$ cat src/verilog/mex_pkg.sv
package mex_pkg;

    // producer tag carried with each waiting operand
    localparam int tag_w = 4;

    // operand value width
    localparam int val_w = 16;

    // modifiable part of one entry
    // layout from the top: wake, tag, value
    localparam int m_w = 1 + tag_w + val_w;

    // field positions inside a modifiable part
    localparam int wake_pos = m_w - 1;
    localparam int tag_lsb = val_w;

    // queue depth used by the top level unless overridden
    localparam int def_q_length = 8;

    // width of the opaque decoded-instruction bits
    localparam int def_n_width = 16;

    // bits needed to address depth slots, never less than one
    // also used with depth + 1 to size an occupancy count
    function automatic int ptr_w_of(input int depth);
        int w;
        w = 1;
        while ((1 << w) < depth) begin
            w = w + 1;
        end
        return w;
    endfunction

endpackage

$ cat src/verilog/queue_ptr_ctrl.sv
module queue_ptr_ctrl #(
    parameter int q_length = mex_pkg::def_q_length
) (
    input  logic                                     clk,
    input  logic                                     rst_n,
    input  logic                                     wr,
    input  logic                                     rd,
    input  logic                                     clr,
    output logic [mex_pkg::ptr_w_of(q_length)-1:0]   wr_slot,
    output logic [mex_pkg::ptr_w_of(q_length)-1:0]   rd_slot,
    output logic [q_length-1:0]                      occ_mask,
    output logic                                     full,
    output logic                                     empty
);
    import mex_pkg::*;

    localparam int ptr_w = ptr_w_of(q_length);
    // count has to reach q_length itself
    localparam int cnt_w = ptr_w_of(q_length + 1);
    localparam logic [ptr_w-1:0] last_slot = ptr_w'(q_length - 1);

    logic [cnt_w-1:0]    cnt_q;
    logic [q_length-1:0] occ_next;
    logic                wr_ok;
    logic                rd_ok;

    // step with wrap, depth need not be a power of two
    function automatic logic [ptr_w-1:0] next_ptr(input logic [ptr_w-1:0] p);
        return (p == last_slot) ? '0 : p + 1'b1;
    endfunction

    // accepted strobes, full blocks a write even alongside a read
    assign wr_ok = wr & ~full;
    assign rd_ok = rd & ~empty;

    assign full  = (cnt_q == cnt_w'(q_length));
    assign empty = (cnt_q == '0);

    // slot bookkeeping
    // a written slot is never the head slot unless the queue is empty
    always_comb begin
        occ_next = occ_mask;
        if (rd_ok) begin
            occ_next[rd_slot] = 1'b0;
        end
        if (wr_ok) begin
            occ_next[wr_slot] = 1'b1;
        end
    end

    always_ff @(posedge clk or negedge rst_n) begin
        if (!rst_n) begin
            wr_slot  <= '0;
            rd_slot  <= '0;
            cnt_q    <= '0;
            occ_mask <= '0;
        end else if (clr) begin
            // clear wins over everything else this edge
            wr_slot  <= '0;
            rd_slot  <= '0;
            cnt_q    <= '0;
            occ_mask <= '0;
        end else begin
            if (wr_ok) begin
                wr_slot <= next_ptr(wr_slot);
            end
            if (rd_ok) begin
                rd_slot <= next_ptr(rd_slot);
            end
            case ({wr_ok, rd_ok})
                2'b10:   cnt_q <= cnt_q + 1'b1;
                2'b01:   cnt_q <= cnt_q - 1'b1;
                default: cnt_q <= cnt_q;
            endcase
            occ_mask <= occ_next;
        end
    end

endmodule

$ cat src/verilog/queue_nm.sv
module queue_nm #(
    parameter int q_length = mex_pkg::def_q_length,
    parameter int n_width  = mex_pkg::def_n_width
) (
    input  logic                                   clk,
    input  logic                                   rst_n,
    input  logic                                   wr,
    input  logic [mex_pkg::ptr_w_of(q_length)-1:0] wr_slot,
    input  logic [mex_pkg::ptr_w_of(q_length)-1:0] rd_slot,
    input  logic [q_length-1:0]                    occ_mask,
    input  logic [mex_pkg::m_w-1:0]                m_din,
    input  logic [n_width-1:0]                     n_din,
    input  logic [mex_pkg::m_w*q_length-1:0]       new_m_vector,
    input  logic [q_length-1:0]                    modify_vector,
    input  logic                                   full,
    output logic [mex_pkg::m_w*q_length-1:0]       old_m_vector,
    output logic [mex_pkg::m_w-1:0]                dout_m,
    output logic [n_width-1:0]                     dout_n
);
    import mex_pkg::*;

    localparam int ptr_w = ptr_w_of(q_length);
    // tag and value without the wake bit
    localparam int tv_w = m_w - 1;

    // wake bits per slot, kept apart so they come up cleared
    logic [q_length-1:0] wake_q;
    // tag and value per slot
    logic [tv_w-1:0]     tv_q [q_length];
    // opaque decoded bits per slot
    logic [n_width-1:0]  n_q  [q_length];

    logic                wr_ok;
    logic [q_length-1:0] wr_sel;
    logic [q_length-1:0] mod_sel;

    // same acceptance rule as the pointer block
    assign wr_ok = wr & ~full;

    // one-hot write select
    always_comb begin
        for (int i = 0; i < q_length; i++) begin
            wr_sel[i] = wr_ok && (wr_slot == ptr_w'(i));
        end
    end

    // only live entries may be modified in place
    assign mod_sel = modify_vector & occ_mask;

    always_ff @(posedge clk or negedge rst_n) begin
        if (!rst_n) begin
            wake_q <= '0;
        end else begin
            for (int i = 0; i < q_length; i++) begin
                if (wr_sel[i]) begin
                    wake_q[i] <= m_din[wake_pos];
                end else if (mod_sel[i]) begin
                    wake_q[i] <= new_m_vector[i*m_w + wake_pos];
                end
            end
        end
    end

    // payload side
    // a slot being written is free, so write and modify never meet
    always_ff @(posedge clk) begin
        for (int i = 0; i < q_length; i++) begin
            if (wr_sel[i]) begin
                tv_q[i] <= m_din[tv_w-1:0];
                n_q[i]  <= n_din;
            end else if (mod_sel[i]) begin
                tv_q[i] <= new_m_vector[i*m_w +: tv_w];
            end
        end
    end

    // flat view of every modifiable part for the wakeup logic
    always_comb begin
        for (int i = 0; i < q_length; i++) begin
            old_m_vector[i*m_w +: m_w] = {wake_q[i], tv_q[i]};
        end
    end

    // head entry, meaningless while empty
    assign dout_m = {wake_q[rd_slot], tv_q[rd_slot]};
    assign dout_n = n_q[rd_slot];

endmodule

$ cat src/verilog/operand_wakeup.sv
module operand_wakeup #(
    parameter int q_length = mex_pkg::def_q_length
) (
    input  logic                             bcast_valid,
    input  logic [mex_pkg::tag_w-1:0]        bcast_tag,
    input  logic [mex_pkg::val_w-1:0]        bcast_val,
    input  logic [mex_pkg::m_w*q_length-1:0] old_m_vector,
    input  logic                             in_wake,
    input  logic [mex_pkg::tag_w-1:0]        in_tag,
    input  logic [mex_pkg::val_w-1:0]        in_val,
    output logic [mex_pkg::m_w*q_length-1:0] new_m_vector,
    output logic [q_length-1:0]              modify_vector,
    output logic [mex_pkg::m_w-1:0]          m_din
);
    import mex_pkg::*;

    logic [m_w-1:0] in_m;

    // broadcast hits a sleeping operand waiting on that tag
    // operands already awake are left alone
    function automatic logic wake_hit(
        input logic             valid,
        input logic [tag_w-1:0] tag,
        input logic [m_w-1:0]   m
    );
        return valid && !m[wake_pos] && (m[tag_lsb +: tag_w] == tag);
    endfunction

    // woken copy keeps the tag, takes the broadcast value
    function automatic logic [m_w-1:0] wake_fill(
        input logic [m_w-1:0]   m,
        input logic [val_w-1:0] val
    );
        return {1'b1, m[tag_lsb +: tag_w], val};
    endfunction

    // waiting entries
    // occupancy is applied later by the storage
    always_comb begin
        new_m_vector  = old_m_vector;
        modify_vector = '0;
        for (int i = 0; i < q_length; i++) begin
            if (wake_hit(bcast_valid, bcast_tag, old_m_vector[i*m_w +: m_w])) begin
                modify_vector[i]           = 1'b1;
                new_m_vector[i*m_w +: m_w] = wake_fill(old_m_vector[i*m_w +: m_w], bcast_val);
            end
        end
    end

    // incoming operand, woken on entry when the broadcast matches
    assign in_m = {in_wake, in_tag, in_val};

    always_comb begin
        if (wake_hit(bcast_valid, bcast_tag, in_m)) begin
            m_din = wake_fill(in_m, bcast_val);
        end else begin
            // no match, enters as given
            m_din = in_m;
        end
    end

endmodule

$ cat src/verilog/mem_ex_queued_latches.sv
module mem_ex_queued_latches #(
    parameter int q_length = mex_pkg::def_q_length,
    parameter int n_width  = mex_pkg::def_n_width
) (
    input  logic                      clk,
    input  logic                      rst_n,
    // memory stage side
    input  logic                      wr,
    input  logic                      in_wake,
    input  logic [mex_pkg::tag_w-1:0] in_tag,
    input  logic [mex_pkg::val_w-1:0] in_val,
    input  logic [n_width-1:0]        in_n,
    // execute stage side
    input  logic                      rd,
    input  logic                      clr,
    // result broadcast
    input  logic                      bcast_valid,
    input  logic [mex_pkg::tag_w-1:0] bcast_tag,
    input  logic [mex_pkg::val_w-1:0] bcast_val,
    output logic                      full,
    output logic                      empty,
    output logic                      out_wake,
    output logic [mex_pkg::tag_w-1:0] out_tag,
    output logic [mex_pkg::val_w-1:0] out_val,
    output logic [n_width-1:0]        out_n
);
    import mex_pkg::*;

    localparam int ptr_w = ptr_w_of(q_length);

    logic [ptr_w-1:0]        wr_slot;
    logic [ptr_w-1:0]        rd_slot;
    logic [q_length-1:0]     occ_mask;
    logic [m_w*q_length-1:0] old_m_vector;
    logic [m_w*q_length-1:0] new_m_vector;
    logic [q_length-1:0]     modify_vector;
    logic [m_w-1:0]          m_din;
    logic [m_w-1:0]          dout_m;

    // pointers, count and slot occupancy
    queue_ptr_ctrl #(.q_length(q_length)) u_ptr (
        .clk(clk), .rst_n(rst_n), .wr(wr), .rd(rd), .clr(clr),
        .wr_slot(wr_slot), .rd_slot(rd_slot), .occ_mask(occ_mask),
        .full(full), .empty(empty)
    );

    // entry storage
    queue_nm #(.q_length(q_length), .n_width(n_width)) u_store (
        .clk(clk), .rst_n(rst_n), .wr(wr), .wr_slot(wr_slot), .rd_slot(rd_slot),
        .occ_mask(occ_mask), .m_din(m_din), .n_din(in_n),
        .new_m_vector(new_m_vector), .modify_vector(modify_vector), .full(full),
        .old_m_vector(old_m_vector), .dout_m(dout_m), .dout_n(out_n)
    );

    // broadcast matching
    operand_wakeup #(.q_length(q_length)) u_wake (
        .bcast_valid(bcast_valid), .bcast_tag(bcast_tag), .bcast_val(bcast_val),
        .old_m_vector(old_m_vector), .in_wake(in_wake), .in_tag(in_tag), .in_val(in_val),
        .new_m_vector(new_m_vector), .modify_vector(modify_vector), .m_din(m_din)
    );

    // head operand fields
    assign out_wake = dout_m[wake_pos];
    assign out_tag  = dout_m[tag_lsb +: tag_w];
    assign out_val  = dout_m[0 +: val_w];

endmodule

$ cat config.mk
export PLATFORM = sky130hd
export DESIGN_NAME = mem_ex_queued_latches
export DESIGN_NICKNAME = d
export VERILOG_FILES = /design/src/verilog/mex_pkg.sv /design/src/verilog/queue_ptr_ctrl.sv /design/src/verilog/queue_nm.sv /design/src/verilog/operand_wakeup.sv /design/src/verilog/mem_ex_queued_latches.sv
export SDC_FILE = /design/constraint.sdc
export NUM_CORES = 1
export LEC_CHECK = 0
export BUFFER_PORTS_ARGS = -buffer_cell sky130_fd_sc_hd__buf_2
export CORE_UTILIZATION = 30
export CTS_CLUSTER_SIZE = 10
export DETAILED_ROUTE_END_ITERATION = 16
export MAX_ROUTING_LAYER = met4
export PLACE_DENSITY = 0.47
export SLEW_MARGIN = 25
export SYNTH_ARGS = -nofsm -noshare
export SYNTH_HDL_FRONTEND = slang
export SYNTH_HIERARCHICAL = 1
export SYNTH_SLANG_ARGS = --single-unit
$ cat constraint.sdc
create_clock -name clk -period 4.7 [get_ports clk]
set_input_delay 1.175 -clock clk [delete_from_list [all_inputs] [get_ports clk]]
set_output_delay 1.175 -clock clk [all_outputs]
set_load 0.005 [all_outputs]
---- After elaboration in Yosys (flattened, before gate mapping) ----
Memories as Yosys holds them, arrays and structs flattened.
Index checks and enable logic that the tools add are counted.
storage, ports and cells
  input port bits ......................... 63
  output and inout bits ................... 39
  memories kept ........................... 2
  flip-flop bits (word level) ............. 26
  RAM bits ................................ 288
memories
  name          words  bits a word  read ports  clocked after memory_dff  wr ports  line            text
  u_store.tv_q  8      20           9           0                         8         queue_nm.sv:29  logic [tv_w-1:0] tv_q [q_length];
  u_store.n_q   8      16           1           0                         1         queue_nm.sv:31  logic [n_width-1:0] n_q [q_length];
operators by class
  $add $sub $neg .......................... 4
  reduce and logical (&&, ||, !) cells .... 73
  equal/unequal tests ..................... 20
  magnitude comparators ................... 4
  muxes and demuxes ....................... 119
  bitwise gates (word level) .............. 16
operators with widths
  cell                                                 count
  two-way mux 21 bit                                   9
  two-way mux 20 bit                                   8
  two-way mux 16 bit                                   7
  OR reduction 16 bit                                  7
  two-way mux 1 bit                                    74
  two-way mux 3 bit                                    13
  equality test 4 bit                                  9
  nonzero test 2 bit                                   18
  logical AND 1 bit                                    28
  two-way mux 8 bit                                    3
  AND 8 bit                                            2
  AND reduction 2 bit                                  8
  equality test 3 bit, second input constant           5
  zero test 1 bit                                      9
  < comparator 3 x 4 -> 1 bit, second input constant   2
  inverter 8 bit                                       1
  bitwise OR 1 bit                                     8
  bitwise OR 8 bit                                     1
  case mux 4 bit (2 select lines)                      1
  adder 3 x 1 -> 3 bit, second input constant          2
  demux 1 bit (select 3 bit)                           2
  equality test 3 x 2 -> 1 bit, second input constant  2
  >= comparator 3 x 1 -> 1 bit, second input constant  2
  adder 4 x 1 -> 4 bit, second input constant          1
  12 further kinds                                     14

---- Depth between registers and ports, before layout ----
  word-level depth ........................ 14
  mapped depth ............................ 11
  gate-level depth less buffers ........... 9

---- Hierarchy ----
Netlist, hierarchy kept.
modules (own cells, without submodules)
  module          instances  area each (um2)  cells an instance
  queue_nm        1          13,387.8         676
  operand_wakeup  1          2,726.4          279
  queue_ptr_ctrl  1          1,043.5          102

---- Worst setup path before layout ----
OpenSTA, ideal clock, no wires.
  path type ............................... in2reg
  start point ............................. input port wr
  end point ............................... memory u_store/tv_q[0][0] (netlist name), enable pin
  slack ................................... 776 ps
  stages .................................. 4
  data required time ...................... 4,320 ps
  path buffers ............................ 1
  data arrival time ....................... 3,544 ps
  path through ............................ or3b_1 buf_2 nor3_1 nand2b_1
RTL lines
  what         line                        text
  from (decl)  mem_ex_queued_latches.sv:8  input logic wr,
  to (decl)    queue_nm.sv:29

---- Worst setup path after layout ----
  start point ............................. register u_ptr/rd_slot[1] (netlist name)
  end point ............................... output port out_wake
between the ends
  longest elaborated chain between the ends .. 2
ends and longest elaborated chain
  what                                     line                         text
  from (decl)                              queue_ptr_ctrl.sv:10         output logic [mex_pkg::ptr_w_of(q_length)-1:0] rd_slot,
  from (signal assigned)                   queue_ptr_ctrl.sv:68         rd_slot <= next_ptr(rd_slot);
  binary-select mux 1 bit (select 3 bit)   queue_nm.sv:85               assign dout_m = {wake_q[rd_slot], tv_q[rd_slot]};
  two-way mux 1 bit (implied by the code)  queue_nm.sv:85
  to (decl)                                mem_ex_queued_latches.sv:22  output logic out_wake,
Every way passes these cells. The select of a mux whose other input is x is not followed.

==> impl_results.md <==
- Core area: 56500 um^2
- Worst slew pin tran: 1.044 ns
- Clk_lat worst skew: 0.56 ns
- Largest net degree at the start of global routing: 43
- Initial Util: 30.37%
- Vias in the first global route: 10170
- Multi-input logic area: 7114 um^2
- Register area: 9310 um^2
- RSZ-0062 raised after global routing: false
- Num CTS Buffers: 39
- Post-synth ARST share: 8.280%
- Hold Path Class: flop to flop
- Worst-path fanout max: 25
- PD cells: 396.3 nW/um^2
- Root Buffer: clkbuf_16
- Register bit count reported by yosys: 314
- Critical setup path kind: flop to primary output
- Vias per std cell: 5.020
- Layout cells sized above 1: 52.66%
- Worst Setup SP: u_ptr/rd_slot[1]$_DFFE_PN0P_
- HPWL after detailed placement: 28650 um
- Routed WL: 48170 um
- I/O Buffers: 101
- Final period util: 85.67%
- Postcts setup bufs: 0
- Post-Route Setup TNS: 0 ns
- Setup WS pre-CTS: 1.005 ns
- Most frequent cell after synthesis: mux2_2
- Ys flop type: edfxtp_1
- Die span in y: 241.2 um
- FF-to-FF path depth: 5
- Die area: 58150 um^2
- Crit path to: out_wake
- Total power: 7.705 mW
- GRT Residual Overflow: 0
- First-pass GRT wire length: 70690 um
- Number of synthesized flops with an enable pin: 288
- Maximum clock rate: 0.2483 GHz
- CTS hold repair buffers: 0
- Synth Area per Inst: 16.23 um^2
- H-tree depth: 2
- Capture point of the worst reg-to-reg path: u_store/tv_q[6][8]$_DFFE_PP_
- DRC viols: 0
- Post-synthesis sequential area ratio: 54.20%
- Pre-Repair DR Iteration Count: 7
- Slew HR: 30.32%
- Critical Path RT: 3.52 ns
- CTS max path bufs: 3
- Starting DRT DRC Count: 651
- Routed length per instance: 25.06 um
- R2R Setup Slk: 1.61 ns
- YS warnings: 6
- Mapped cell area: 17160 um^2
- Max VDD drop: 0.2295 mV
- Row count: 87
- Non-filler cells, final: 1922
- Synth top area cells: edfxtp_1 50%, mux2_2 19%, mux4_2 9.7%
- Crit path DAT: 2.85 ns
- Leakage: 6.714 nW
- Final setup margin: 0.6734 ns
- Die Width: 241.2 um
- Synth Instances: 1057
- GPL Wtd Cong: 0.8688
- Worst Min Path Start: u_ptr/occ_mask[7]$_DFF_PN0_
- Post-cts resize count: 0
- Final setup fails: 0
- Nets: 1210
- Final Critical Period: 4.027 ns
- Type of origin of the critical path: flop
- Syn Nets: 1126
- Synth top cells by count: 297 x mux2_2, 288 x edfxtp_1, 74 x mux4_2, 37 x buf_4, 33 x buf_2
- Post-layout util: 34.41%
- Yosys cell types: 54
- Dpl cells: 1856
- R2R Path Start: u_ptr/cnt_q[1]$_DFFE_PN0P_
- Fillers: 5449
- Clock transition at the registers of the reported paths: 0.06 ns
- Max-cap viol count: 0
- Hold Fails Final Rpt: 0
- P&R area growth vs syn: 13.31%
- Routed Antenna Nets: 0
- Initial antenna violation count: 1
- CTS tree: built
- Synth top area share: 50.40%
- Final Max Slew Viols: 0
- Worst setup EP type: primary output
- Layout Skew: 0.01062 ns
- Antenna fix cells: 0
- Vias: 9649
- Ports: 102
- Status: finished, final reports clean
- Largest area contributor in the netlist: edfxtp_1
- Num Clock Sinks: 314
- Tot GR Track Use: 17.45%
layout by cell type (no fill, tap or decap), drive strengths merged, types with 6 or more instances in the layout:
cell / n
mux2: 342
edfxtp: 288
buf: 141
mux4: 74
clkbuf: 58
inv: 30
dfrtp: 26
nand2: 21
o21ai: 21
xor2: 20
nor2: 17
a21oi: 14
mux2i: 13
nand2b: 12
nor3: 11
nand3: 8
o211ai: 7
xnor2: 7
ha: 6
o311ai: 6
clkinv: 6
logic make-up after synthesis:
family / count (synthesis) / synth area share, %
buffers and inverters: 127 / 5.003
adder cells (fa/ha/maj): 7 / 0.5032
AO/OA/AOI/OAI: 63 / 2.618
multiplexers: 429 / 33.44
flip-flops: 314 / 54.20
AND/OR/NAND/NOR: 90 / 2.859
XOR/XNOR: 27 / 1.378
how the worst min path moves through the flow:
stage,end,slack [ns],depth (start not counted)
after floorplan,u_ptr/occ_mask[6]$_DFF_PN0_,0.49,2
after global placement,u_ptr/occ_mask[7]$_DFF_PN0_,0.55,2
after detailed placement,u_ptr/occ_mask[7]$_DFF_PN0_,0.56,2
after CTS,u_ptr/occ_mask[7]$_DFF_PN0_,0.57,2
after global routing,u_ptr/occ_mask[7]$_DFF_PN0_,0.60,2
final,u_ptr/occ_mask[7]$_DFF_PN0_,0.57,2
layout make-up:
| class | count | area share, % |
|---|---|---|
| clock buffers | 58 | 5.387 |
| clock inverters | 8 | 0.4183 |
| well taps | 756 | 4.866 |
| repair buffers | 141 | 4.273 |
| flip-flops and latches | 314 | 47.89 |
| multi-input cells | 616 | 36.59 |
| inverters | 29 | 0.5728 |
stage by stage:
step                hold slack [ns]  area [um^2]
floorplan                    0.4859        17160
global placement             0.5542        18310
detailed placement           0.5552        18310
CTS                          0.5672        19440
global route                 0.5953        19440
finish                       0.5732        19440
power breakdown:
group	switching (mW)	internal (mW)
Combinational	0.740	0.772
Sequential	0.201	3.25
Clock	1.19	1.55
Total	2.13	5.57
flip-flops by register name, indices dropped and copies added (netlist names):
register,flops
u_store/tv_q,160
u_store/n_q,128
u_ptr/occ_mask,8
u_store/wake_q,8
u_ptr/cnt_q,4
u_ptr/rd_slot,3
u_ptr/wr_slot,3
worst max-delay path: stages (launching register included):
cell     delay [ns]
dfrtp_4        0.78
buf_4          0.41
mux4_2         0.58
mux2_2         0.33
buf_2          0.14
per-layer routing:
metal	up-vias	global-route usage (%)	routed length [um]
met5	-	-	0
met4	0	4.200	913
met2	223	27.59	23000
met1	5040	23.52	22090
li1	4325	-	-
met3	61	2.596	2167
Note: power is estimated with default switching activity, not from simulation.
